**src/cache_config.svh**
```systemverilog
// array sizes and address field positions for the cache and the TLB
// the address split assumes 32-bit byte addresses and 32-bit words
// changing a width here also moves the field positions below
`ifndef CACHE_CONFIG_SVH
`define CACHE_CONFIG_SVH

// cache index from address bits 9..2
`define CACHE_IDX_W   8
`define CACHE_IDX_LSB 2
`define CACHE_DEPTH   (1 << `CACHE_IDX_W)

// TLB index from address bits 17..10
`define TLB_IDX_W     8
`define TLB_IDX_LSB   10
`define TLB_DEPTH     (1 << `TLB_IDX_W)

// virtual tag from bits 31..18, cache tag is physical tag plus TLB index
`define VTAG_W        14
`define VTAG_LSB      18
`define CTAG_W        22

// words fetched on a read miss
`define LINE_WORDS    2

`endif
```
**src/cache_pkg.sv**
```systemverilog
// shared request, translation and refill types for the cache
// field widths come from cache_config.svh
// a TLB entry uses only the low 14 bits of each 16-bit half
`default_nettype none

`include "cache_config.svh"

package cache_pkg;

  // TLB entry as the CPU writes it
  typedef struct packed {
    logic [15:0] ptag;
    logic [15:0] ctag;
  } tlb_entry_t;

  // one CPU word, plain store data or a TLB entry
  typedef union packed {
    logic [31:0] data;
    tlb_entry_t  entry;
  } cpu_word_u;

  // registered request as seen in the request cycle
  typedef struct packed {
    logic [`VTAG_W-1:0]      vtag;
    logic [`TLB_IDX_W-1:0]   tlb_idx;
    logic [`CACHE_IDX_W-1:0] cache_idx;
    logic                    word_sel;
    logic                    we;
    logic                    tlb_we;
    cpu_word_u               wdata;
    logic                    vmem;
    logic                    valid;
  } cache_req_t;

  // translation result
  typedef struct packed {
    logic [`VTAG_W-1:0] ptag;
    logic               fault;
  } tlb_rsp_t;

  // refill and store strobes toward the data store
  typedef struct packed {
    logic                    fill_we;
    logic [`CACHE_IDX_W-1:0] fill_idx;
    logic                    fill_word;
    logic                    cpu_we;
  } mem_req_t;

endpackage

`default_nettype wire

```
**src/cache_req_decode.sv**
```systemverilog
// decode stage of the cache
// the address is taken on precycle_enable or on a we_tlb pulse
// cycle_we and datao are levels that the CPU holds while the cache is busy
// we_tlb and datao count in the cycle of the pulse only
`timescale 1ns/10ps
`default_nettype none

`include "cache_config.svh"

module cache_req_decode (
  input  wire                    CPU_CLK,
  input  wire                    RST,
  input  wire [31:0]             precycle_addr,
  input  wire                    precycle_enable,
  input  wire                    cycle_we,
  input  wire [31:0]             datao,
  input  wire                    we_tlb,
  input  wire                    vmem_act,
  input  wire                    busy,
  output cache_pkg::cache_req_t  req
);

  // word address of the current request, byte offset dropped
  logic [31:2] addr_q;
  logic        vmem_q;
  logic        valid_q;

  // ----------------------------------------
  // request registers
  // ----------------------------------------

  // control flags
  always_ff @(posedge CPU_CLK)
  begin
    if (!RST)
    begin
      valid_q <= 1'b0;
      vmem_q  <= 1'b0;
    end
    else
    begin
      // one cycle pulse marks the request cycle
      valid_q <= precycle_enable;
      // vmem_act sampled together with the address
      if (precycle_enable)
        vmem_q <= vmem_act;
    end
  end

  // TLB writes also need the address for the entry word write
  always_ff @(posedge CPU_CLK)
  begin
    if (precycle_enable || we_tlb)
      addr_q <= precycle_addr[31:2];
  end

  // ----------------------------------------
  // field split
  // ----------------------------------------
  always_comb
  begin
    req.vtag       = addr_q[`VTAG_LSB +: `VTAG_W];
    req.tlb_idx    = addr_q[`TLB_IDX_LSB +: `TLB_IDX_W];
    req.cache_idx  = addr_q[`CACHE_IDX_LSB +: `CACHE_IDX_W];
    // word within the two-word line
    req.word_sel   = addr_q[`CACHE_IDX_LSB];
    // store flag only counts in the request cycle or while in flight
    req.we         = cycle_we && (valid_q || busy);
    // TLB write acts in the pulse cycle itself
    req.tlb_we     = we_tlb;
    req.wdata.data = datao;
    req.vmem       = vmem_q;
    req.valid      = valid_q;
  end

  // a store and a TLB write may not share a cycle
  a_no_tlb_and_store: assert property (
    @(posedge CPU_CLK) disable iff (!RST)
    we_tlb |-> !cycle_we
  );

endmodule

`default_nettype wire

```
**config.mk**
```make
export PLATFORM = sky130hd
export DESIGN_NAME = cache_req_decode
export DESIGN_NICKNAME = d
export VERILOG_FILES = /design/src/cache_pkg.sv /design/src/cache_req_decode.sv
export VERILOG_INCLUDE_DIRS = /design/src
export SDC_FILE = /design/constraint.sdc
export NUM_CORES = 1
export LEC_CHECK = 0
export BUFFER_PORTS_ARGS = -buffer_cell sky130_fd_sc_hd__clkbuf_2
export CAP_MARGIN = 10
export CORE_ASPECT_RATIO = 0.6
export CORE_UTILIZATION = 36
export CTS_CLUSTER_DIAMETER = 100
export DETAILED_ROUTE_END_ITERATION = 10
export PLACE_DENSITY = 0.84
export SYNTH_ARGS = -nofsm -noshare
export SYNTH_HDL_FRONTEND = slang
export SYNTH_SLANG_ARGS = --single-unit
```
**constraint.sdc**
```tcl
create_clock -name CPU_CLK -period 4.2 [get_ports CPU_CLK]
set_input_delay 1.26 -clock CPU_CLK [delete_from_list [all_inputs] [get_ports CPU_CLK]]
set_output_delay 1.26 -clock CPU_CLK [all_outputs]
set_load 0.02 [all_outputs]
```
### Word level (Yosys, flattened, before mapping)

Cells that the tools add are included.

| cells by class | value |
|---|---|
| reductions and logical operators | 3 |

Operator list:

| cell | count |
|---|---|
| logical OR 1 bit | 2 |
| logical AND 1 bit | 1 |

| storage, ports and cells | value |
|---|---|
| flip-flop bits (word level) | 32 |
| bits of input ports | 71 |
| output and inout port bits | 67 |
| word-level logic and storage cells | 6 |

### Logic depth before layout (Yosys ltp)

| logic depth | value |
|---|---|
| depth in word-level cells | 2 |
| gate-level depth with buffers | 2 |
| depth with buffers taken out | 2 |

### Worst setup path before layout

OpenSTA, ideal clock, no wires.

| timing | value |
|---|---|
| path type | input to output |
| start point | in busy |
| end point | out req[35] (netlist bit) |
| arrival | 1.496 ns |
| required time | 2.940 ns |
| slack | 1.444 ns |
| stages on the path | 1 |
| path buffers | 0 |
| cells stage by stage | o21a_1 |

| on the way | value |
|---|---|
| cells in the longest elaborated chain, start to end | 2 |

RTL lines:

| what | line | text |
|---|---|---|
| start: declaration | cache_req_decode.sv:19 | `input wire busy,` |
| logical OR 1 bit | cache_req_decode.sv:68 | `req.we = cycle_we && (valid_q \|\| busy);` |
| logical AND 1 bit | cache_req_decode.sv:68 |  |
| end: declaration | cache_req_decode.sv:20 | `output cache_pkg::cache_req_t req` |

Every way passes these cells.

==> flow_summary.ini <==
[power]
ir_worst_vdd_uv = 165
powerDensity_mw_per_mm2 = 467
p_leak_nw = 0.676

[timing]
worst_slack_ns = 1.28
fmax_ghz = 0.343
worst_pin_slew_ns = 0.363
finalClockSkew_ns = 0
maxSlewViolCount = 0
setup_violations = 0
period_needed_ns = 2.92
rsz0062_at_grt = false
finalSetupTns_ns = 0
finalHoldViolCount = 0
slew_headroom_pct = 75.8
fin_crit_sh_pct = 69.5

[worst_setup_path]
path_max_fanout = 1
cp_slowest_stage_delay_ns = 0.17
cp.arrival_ns = 1.66
slowest_stage = o21a_1
start_kind = input pin
cp_top_family = buffers and inverters
path_class = input pin to primary output
cpMostUsedCell = clkbuf_2
crit_chain = clkbuf_2 > o21a_1 > clkbuf_2
crit_path_end_kind = primary output
required_ns = 2.94
crit_buf_inv = 2

[flow_run]
maxCapViolCount = 0

[clocking]
cts_hold_buf = 0
htree_levels = 2
cts-root-buf = clkbuf_8
clk_pin_slew_worst_paths_ns = 0.06
cts_made_buffers = 5
cts_setup_buffers = 0
cts_tree = yes
post_cts_resized = 0
cts.sinks = 32
clock_latency_ns = 0.27
clockBufferDepth = 2

[routing]
drtAntennaViolNets = 0
drtPass1Iterations = 4
drtIter0Drc = 22
routedWlPerCell_um = 12.8
vias_per_cell = 4.17
wl_um = 2070
drc = 0
vias = 676

[synthesis]
syn_area_per_cell_um2 = 17.1
synth.area.mux_share_pct = 0.802
yosys.area_share.simple_pct = 1.60
syn_inst = 73
synth_compound_area_share_pct = 0.601
synthAdderAreaFrac_pct = 0
ys_seq_area_share_pct = 75.4
synth_xor_area_share_pct = 0
synth_top_family_by_area = buffers and inverters
netlist_area_mm2 = 0.00125
ys_ff_latch = 32
synth_cell_types = 8
synth_fp_nets = 144
yosysWarningCount = 0

[placement]
gp_congestion = 0.617
placed_cells = 154
dpl-instance-area_mm2 = 0.00140
post-place-ws_ns = 1.28
port_buffers = 71

[floorplanning]
die_h_um = 47.6
die_w_um = 78.0
pin_count = 138
start_util_pct = 38.0
dieArea_mm2 = 0.00372
core_area_mm2 = 0.00328
num_rows = 16

[finish]
finalInstanceArea_mm2 = 0.00148
nFillCells = 295
area_growth_pct = 18.6
most-common-layout-cells = clkbuf_2 (71), edfxtp_1 (30), clkbuf_8 (5)
num-nets-final = 187
drive_above_1_share_pct = 67.5
diodes = 0
mostFrequentLayoutCell = clkbuf_2
instances_no_fill = 162

[global_routing]
grtUsageTotal_pct = 11.1
grt_overflow_total = 0
first_global_vias = 614
antenna_found_initial = 0
grt_max_degree = 31
grt_pass1_wl_um = 2790

[min_path]
worstHoldPathType = flip-flop to flip-flop

[run_status]
outcome = finished clean
synth_stat cells:
library cell / instances / area, um2
and2_2: 1 / 7.51
o21a_1: 1 / 7.51
nor2b_1: 1 / 6.26
buf_4: 36 / 270
edfxtp_1: 30 / 901
or2_1: 1 / 6.26
mux2i_1: 1 / 10.0
dfxtp_1: 2 / 40.0
logic make-up after synthesis:
family / after synthesis
flip-flops: 32
AO/OA/AOI/OAI: 1
buffers and inverters: 36
multiplexers: 1
AND/OR/NAND/NOR: 3
report_power, final:
part	total [W]	leakage, nW	internal (W)	switching, W
combinational	0.0000912	0.315	0.0000327	0.0000585
sequential	0.000388	0.322	0.000380	0.00000769
clock	0.000213	0.0388	0.000114	0.0000985
layout make-up:
| type | count | area, um2 | share of cell area (%) |
|---|---|---|---|
| flip-flops and latches | 32 | 941 | 63.5 |
| repair buffers | 72 | 363 | 24.5 |
| clock buffers | 6 | 72.6 | 4.90 |
| well taps | 45 | 56.3 | 3.80 |
| multi-input cells | 5 | 37.5 | 2.53 |
| clock inverters | 2 | 11.3 | 0.760 |
stage by stage:
step,total power [W],hold WS (ns),util (%)
2_1_floorplan,0.000489,0.484,-
3_3_place_gp,0.000484,0.499,42.6
3_5_place_dp,0.000487,0.521,42.6
4_1_cts,0.000703,0.530,45.1
5_1_grt,0.000721,0.559,45.1
6_report,0.000692,0.525,45.1
final timing paths:
check / start / endpoint / slack (ns) / cells after the start
setup / recovery: busy / req[35] / 1.28 / 3
hold / removal: vmem_q / vmem_q / 0.53 / 2
setup reg to reg: vmem_q / vmem_q / 3.61 / 2
hold reg to reg: vmem_q / vmem_q / 0.53 / 2
worst min-delay path, stage by stage, from the launching register on:
cell and delay [ns]:
dfxtp_1 0.31, mux2i_1 0.12, nor2b_1 0.05
routing by layer:
metal / vias up / GRT usage, % / wire length [um]
li1: 303 / - / -
met1: 300 / 10.6 / 775
met2: 67 / 17.2 / 941
met3: 6 / 8.57 / 315
met4: 0 / 7.78 / 34
met5: - / 0 / 0
sequential cells by signal (all words and copies together), names as in the netlist:
register / flops
vmem_q: 1
valid_q: 1
addr_q: 30
(Power assumes the default switching activity.)
