$ cat config.mk
export PLATFORM = sky130hd
export DESIGN_NAME = cache_miss_engine
export DESIGN_NICKNAME = d
export VERILOG_FILES = /design/src/cache_pkg.sv /design/src/cache_miss_engine.sv
export VERILOG_INCLUDE_DIRS = /design/src
export SDC_FILE = /design/constraint.sdc
export NUM_CORES = 1
export LEC_CHECK = 0
export ABC_AREA = 1
export BUFFER_PORTS_ARGS = -buffer_cell sky130_fd_sc_hd__buf_2
export CAP_MARGIN = 20
export CORE_ASPECT_RATIO = 2
export CORE_MARGIN = 2
export CORE_UTILIZATION = 38
export CTS_CLUSTER_DIAMETER = 50
export CTS_CLUSTER_SIZE = 28
export DETAILED_ROUTE_END_ITERATION = 8
export HOLD_SLACK_MARGIN = 0.05
export PLACE_DENSITY = 0.8
export RECOVER_POWER = 100
export SYNTH_ARGS = -nofsm -noshare
export SYNTH_HDL_FRONTEND = slang
export SYNTH_SLANG_ARGS = --single-unit
export TNS_END_PERCENT = 1
$ cat constraint.sdc
create_clock -name CPU_CLK -period 2.7 [get_ports CPU_CLK]
set_input_delay 0.135 -clock CPU_CLK [delete_from_list [all_inputs] [get_ports CPU_CLK]]
set_output_delay 0.135 -clock CPU_CLK [all_outputs]
set_load 0.05 [all_outputs]
$ cat src/cache_config.svh
// array sizes and address field positions for the cache and the TLB
// the address split assumes 32-bit byte addresses and 32-bit words
// changing a width here also moves the field positions below
`ifndef CACHE_CONFIG_SVH
`define CACHE_CONFIG_SVH

// cache index from address bits 9..2
`define CACHE_IDX_W   8
`define CACHE_IDX_LSB 2
`define CACHE_DEPTH   (1 << `CACHE_IDX_W)

// TLB index from address bits 17..10
`define TLB_IDX_W     8
`define TLB_IDX_LSB   10
`define TLB_DEPTH     (1 << `TLB_IDX_W)

// virtual tag from bits 31..18, cache tag is physical tag plus TLB index
`define VTAG_W        14
`define VTAG_LSB      18
`define CTAG_W        22

// words fetched on a read miss
`define LINE_WORDS    2

`endif
$ cat src/cache_pkg.sv
// shared request, translation and refill types for the cache
// field widths come from cache_config.svh
// a TLB entry uses only the low 14 bits of each 16-bit half
`default_nettype none

`include "cache_config.svh"

package cache_pkg;

  // TLB entry as the CPU writes it
  typedef struct packed {
    logic [15:0] ptag;
    logic [15:0] ctag;
  } tlb_entry_t;

  // one CPU word, plain store data or a TLB entry
  typedef union packed {
    logic [31:0] data;
    tlb_entry_t  entry;
  } cpu_word_u;

  // registered request as seen in the request cycle
  typedef struct packed {
    logic [`VTAG_W-1:0]      vtag;
    logic [`TLB_IDX_W-1:0]   tlb_idx;
    logic [`CACHE_IDX_W-1:0] cache_idx;
    logic                    word_sel;
    logic                    we;
    logic                    tlb_we;
    cpu_word_u               wdata;
    logic                    vmem;
    logic                    valid;
  } cache_req_t;

  // translation result
  typedef struct packed {
    logic [`VTAG_W-1:0] ptag;
    logic               fault;
  } tlb_rsp_t;

  // refill and store strobes toward the data store
  typedef struct packed {
    logic                    fill_we;
    logic [`CACHE_IDX_W-1:0] fill_idx;
    logic                    fill_word;
    logic                    cpu_we;
  } mem_req_t;

endpackage

`default_nettype wire

$ cat src/cache_miss_engine.sv
// execute stage, hit detect plus the FSM for misses and memory writes
// mem_do_act rises only with dma_mcu_access and then holds until mem_ack
// the CPU holds the request and gives no precycle_enable while busy
// a TLB write keeps cachebusy_n high and shows on tlb_write_busy instead
`timescale 1ns/10ps
`default_nettype none

`include "cache_config.svh"

module cache_miss_engine (
  input  wire                        CPU_CLK,
  input  wire                        RST,
  input  wire cache_pkg::cache_req_t req,
  input  wire cache_pkg::tlb_rsp_t   rsp,
  input  wire                        ctag_valid,
  input  wire [`CTAG_W-1:0]          ctag,
  input  wire                        cache_inhibit,
  input  wire                        dma_mcu_access,
  input  wire                        mem_ack,
  output logic                       cachebusy_n,
  output logic                       mmu_fault,
  output logic                       hit,
  output logic                       busy,
  output logic                       tlb_write_busy,
  output logic [31:0]                mem_addr,
  output logic                       mem_we,
  output logic                       mem_do_act,
  output logic [31:0]                mem_dataintomem,
  output cache_pkg::mem_req_t        mreq
);

  typedef enum logic [2:0] {
    ST_IDLE,
    ST_FILL,
    ST_WRITE,
    ST_TLBW,
    ST_DONE
  } state_t;

  state_t              state_q;
  state_t              state_d;
  logic                fill_cnt_q;
  logic                act_q;
  logic [31:0]         wdata_q;
  logic                start;
  logic                mem_state;
  logic                ack_ok;
  logic                fill_last;
  logic [`VTAG_W-1:0]  tag_sel;
  logic                word_bit;

  // ----------------------------------------
  // request cycle decisions
  // ----------------------------------------

  // stored tag is physical tag plus TLB index
  assign hit = ctag_valid && (ctag == {rsp.ptag, req.tlb_idx});

  // inhibit and fault both finish the access at once
  assign start     = (state_q == ST_IDLE) && req.valid && !cache_inhibit && !rsp.fault;
  assign mmu_fault = (state_q == ST_IDLE) && req.valid && !cache_inhibit && rsp.fault;

  assign mem_state = (state_q == ST_FILL) || (state_q == ST_WRITE) || (state_q == ST_TLBW);
  assign busy      = mem_state;

  // low for a miss or a store from the request cycle on
  assign cachebusy_n = !((state_q == ST_FILL) || (state_q == ST_WRITE) ||
                         (start && (req.we || !hit)));

  // ----------------------------------------
  // memory bus
  // ----------------------------------------
  assign mem_do_act = mem_state && (dma_mcu_access || act_q);
  assign ack_ok     = mem_do_act && mem_ack;
  assign fill_last  = (fill_cnt_q == 1'(`LINE_WORDS - 1));

  // entry word goes to its untranslated address
  assign tag_sel  = (state_q == ST_TLBW) ? req.vtag : rsp.ptag;
  assign word_bit = (state_q == ST_FILL) ? fill_cnt_q : req.cache_idx[0];
  // word address, byte address shifted down by 2
  assign mem_addr = {2'b00, tag_sel, req.tlb_idx, req.cache_idx[`CACHE_IDX_W-1:1], word_bit};

  assign mem_we          = (state_q == ST_WRITE) || (state_q == ST_TLBW);
  assign mem_dataintomem = wdata_q;
  assign tlb_write_busy  = (state_q == ST_TLBW);

  // strobes for the data store on the ack edge
  always_comb
  begin
    mreq.fill_we   = (state_q == ST_FILL) && ack_ok;
    mreq.fill_idx  = {req.cache_idx[`CACHE_IDX_W-1:1], fill_cnt_q};
    mreq.fill_word = (fill_cnt_q == req.word_sel);
    mreq.cpu_we    = (state_q == ST_WRITE) && ack_ok;
  end

  // ----------------------------------------
  // FSM
  // ----------------------------------------
  always_comb
  begin
    state_d = state_q;
    case (state_q)
      ST_IDLE:
      begin
        if (req.tlb_we)
          state_d = ST_TLBW;
        else if (start && req.we)
          state_d = ST_WRITE;
        else if (start && !hit)
          state_d = ST_FILL;
      end
      ST_FILL:
      begin
        if (ack_ok && fill_last)
          state_d = ST_DONE;
      end
      ST_WRITE:
      begin
        if (ack_ok)
          state_d = ST_DONE;
      end
      // no done cycle, the CPU never waited on cachebusy_n
      ST_TLBW:
      begin
        if (ack_ok)
          state_d = ST_IDLE;
      end
      default:
        state_d = ST_IDLE;
    endcase
  end

  always_ff @(posedge CPU_CLK)
  begin
    if (!RST)
    begin
      state_q    <= ST_IDLE;
      fill_cnt_q <= 1'b0;
      act_q      <= 1'b0;
    end
    else
    begin
      state_q <= state_d;
      // remember a started transfer so a grant drop cannot abort it
      if (ack_ok)
        act_q <= 1'b0;
      else if (mem_do_act)
        act_q <= 1'b1;
      // line word counter, first word is word 0
      if (state_q == ST_IDLE)
        fill_cnt_q <= 1'b0;
      else if (mreq.fill_we)
        fill_cnt_q <= fill_cnt_q + 1'b1;
    end
  end

  // entry word is only present in the we_tlb cycle
  always_ff @(posedge CPU_CLK)
  begin
    if ((state_q == ST_IDLE) && (req.tlb_we || (start && req.we)))
      wdata_q <= req.wdata.data;
  end

  // address, direction and data stay put until the ack
  a_act_held_to_ack: assert property (
    @(posedge CPU_CLK) disable iff (!RST)
    (mem_do_act && !mem_ack) |=> (mem_do_act && $stable(mem_addr) && $stable(mem_we) &&
                                  $stable(mem_dataintomem))
  );

  // a request arriving mid transfer would shift the held address
  a_no_req_while_busy: assert property (
    @(posedge CPU_CLK) disable iff (!RST)
    busy |-> !req.valid
  );

endmodule

`default_nettype wire

After elaboration in Yosys (flattened, before gate mapping)
Index checks and enable logic that the tools add are counted.

$add $sub $neg: 1. Equal/unequal tests: 9. Mux-type cells: 9. Bitwise logic cells: 1. Reduce and logical (&&, ||, !) cells: 29.

Operators with widths (count): equality test 22 bit (1); two-way mux 3 bit (6); logical AND 1 bit (14); two-way mux 14 bit (1); case mux 3 bit (4 select lines) (1); logical OR 1 bit (7); equality test 3 x 2 -> 1 bit, second input constant (2); zero test 1 bit (4); != test 2 x 1 -> 1 bit, second input constant (2); != test 4 x 2 -> 1 bit, second input constant (1); AND reduction 4 bit (1); OR reduction 2 bit (2); equality test 3 x 1 -> 1 bit, second input constant (1); zero test 3 bit (1); != test 2 bit, second input constant (1); adder 1 bit, second input constant (1); equality test 1 bit (1); two-way mux 1 bit (1); inverter 1 bit (1).

Flip-flop bits (word level): 37. Input port bits: 110. Logic and storage cells: 53.

Longest topological paths before layout
Word-level depth: 9. Depth in mapped cells: 12. Mapped depth without buffers: 12.

Worst setup path after synthesis
OpenSTA, ideal clock, no wires.

Path kind: flip-flop to output port. Start: register state_q[1]. End: output port mreq[0] (netlist bit). Data arrival time: 2429 ps. Data required time: 2565 ps. Setup slack: 136 ps. Stages on the path, launching flop included: 5. Buffers on the path: 0. Cell sequence: dfxtp_1 -> inv_1 -> nor2_1 -> nand2_1 -> nor3_1.

RTL lines: start: declaration (RTL line cache_miss_engine.sv:40) `state_t state_q;`; start signal: assignment (RTL line cache_miss_engine.sv:143) `state_q <= state_d;`; end: declaration (RTL line cache_miss_engine.sv:29) `output cache_pkg::mem_req_t mreq`.

==> metrics.txt <==
status completed; GR Overflow Total 0; vias per cell between 4 and 5; CTS Buf Count 5; Worst Path Required 2.57 ns; nets@finish around 570; Seq cells post-synth 37; Lkg Pwr around 1.6 nW; # fillers approximately 520; core area 5470 um2; CTS H-tree depth 2; ratio of cells with drive above 1 in the final layout about a quarter; register area share after synthesis ~49%; Most used DFF post-synth edfxtp_1; Syn Inst Count between 200 and 300; startpoint class of the critical path register; met3 WL post-DR 610 um; Synth Cell Area between 2000 and 2500 um2; hold crit path type input port to register; first-pass GRT wire length between 9000 and 10000 um; TNS Setup 0 ns; Slew HR roughly 57%; DRC viols 0; clock latency on the worst-skew pair ~0.29 ns; vias in the first global route about 2200; first-pass iteration count of the detailed router 4; met1 WL a little over 2000 um; Syn-to-layout area delta 47.2%; Routed wire per std cell about 12 um; ANT nets after route 0; min Tclk post-route 2.17 ns; Critical Path AT approximately 2.0 ns; CTS sink cnt 37; Max FO, Critical Path 4; Final Hold Viols 0; most common cell in the netlist nand2_1; Synth top area share ~44%; count of standard-cell rows 38; antenna diode count 0; RSZ-0062 raised after global routing false; Final period util 80.5%; routed wire length 6110 um; starting density of the core between 30% and 40%; Slew Limit Fails 0; worst slew pin tran 0.648 ns; Ports about 190; GP Congestion around 0.8; Max Cap Viol 0; Fmax 0.460 GHz; post-CTS setup buffers 0; Die X around 57 um; metal2 WL about 3200 um; Detail Placement HPWL approximately 4700 um; Die Area approximately 6300 um2; yosys synthesis warning count 0; worst hold margin 0.122 ns; synth unique cells 22; clk_skew 0.00830 ns; I/O Buffers 167; asr flop ratio synth 0%; Crit. End Element output port; footprint of the multi-input gates roughly 670 um2; CTS root buf clkbuf_8; Max clock buf depth 2; syn_area_per_cell about 8 um2; die height roughly 110 um; initial DRC count 61; Seq. cell area around 1100 um2; EDFF count, synth 32; area leader, netlist edfxtp_1; CTS tree yes; crit path kind register to output port; Power Dens Cells about 840 nW/um2; total track usage ~19%; final setup fails 0; uppermost layer routed met4; top post-synthesis cells by area edfxtp_1, nand2_1, inv_1; largest net degree at the start of global routing 33; leading cell types by count after synthesis nand2_1, inv_1, edfxtp_1; clock-pin slew on the worst setup and hold paths 0.06 ns; Max IR drop VDD 0.000750 V; via count ~2300; initial antenna violation count 0
==> where the power goes <==
part	switching (mW)	leakage, nW	internal, mW
clock network	0.178	0.0377	0.173
logic	1.17	1.26	0.292
registers	0.0501	0.344	0.810
total	1.40	1.64	1.27
==> layer usage <==
metal,GRT usage [%],vias to the layer above
li1,-,1172
met1,17.9,970
met2,35.6,145
met3,3.98,18
met4,12.4,0
met5,0,-
==> metrics by stage <==
step / power [mW] / utilization, % / setup WS, ns / cells / area, um2
floorplan: 2.08 / - / 0.136 / 277 / 2160
global placement: 2.35 / 52.8 / 0.862 / 478 / 2890
detailed placement: 2.38 / 52.8 / 0.826 / 478 / 2890
CTS: 2.76 / 60.1 / 0.821 / 517 / 3290
global route: 2.81 / 58.2 / 0.364 / 517 / 3180
finish: 2.67 / 58.2 / 0.528 / 517 / 3180
==> sequential cells by signal, indices dropped and copies added (netlist names) <==
name             cells
mem_dataintomem     32
fill_cnt_q           1
act_q                1
state_q              3
==> placed cells by master (no fill, tap or decap), drive strengths merged, types with 2 or more instances in the layout <==
cell / n
buf: 105
nand2: 95
clkbuf: 69
inv: 55
dlygate4sd3: 32
edfxtp: 32
nor2: 24
o21ai: 19
nand3: 6
dfxtp: 5
a21oi: 4
nor3: 4
xnor2: 2
conb: 2
==> final cells by class <==
| cell class | instances | area share [%] |
|---|---|---|
| Inverter | 55 | 6.49 |
| Clock inverter | 2 | 0.354 |
| Sequential cell | 37 | 33.4 |
| Tap cell | 60 | 2.36 |
| Clock buffer | 5 | 2.16 |
| Timing Repair Buffer | 201 | 34.3 |
| Multi-Input combinational cell | 157 | 21.0 |
==> repair_timing <==
action,CTS,global route
hold buffers,32,0
hold endpoints to repair,32,0
resized for setup,0,0
==> final timing paths <==
path	start	end	slack, ns	cells after the start
worst max register to register	state_q[1]$_SDFFE_PN0P_	mem_dataintomem[11]$_DFFE_PP_	0.62	8
worst min register to register	state_q[0]$_SDFFE_PN0P_	state_q[0]$_SDFFE_PN0P_	0.53	2
worst min-delay path	RST	state_q[2]$_SDFFE_PN0P_	0.12	3
worst max-delay path	state_q[1]$_SDFFE_PN0P_	mreq[10]	0.53	7
==> critical path, cell delays in order, from the launching register on <==
cell      delay (ns)
dfxtp_1         0.37
inv_1           0.09
a21oi_1         0.25
o21ai_0         0.22
nor2_1          0.17
nand2_1         0.11
inv_1           0.07
clkbuf_1        0.46
==> cell families after synthesis <==
family | synth area share (%)
buffers and inverters | 19.1
DFF | 49.1
xor gates and xnor gates | 0.811
other | 0.174
AOI/OAI and AO/OA | 6.37
and+or+nand+nor | 24.5
No activity file was read; power rests on OpenSTA's default activity.
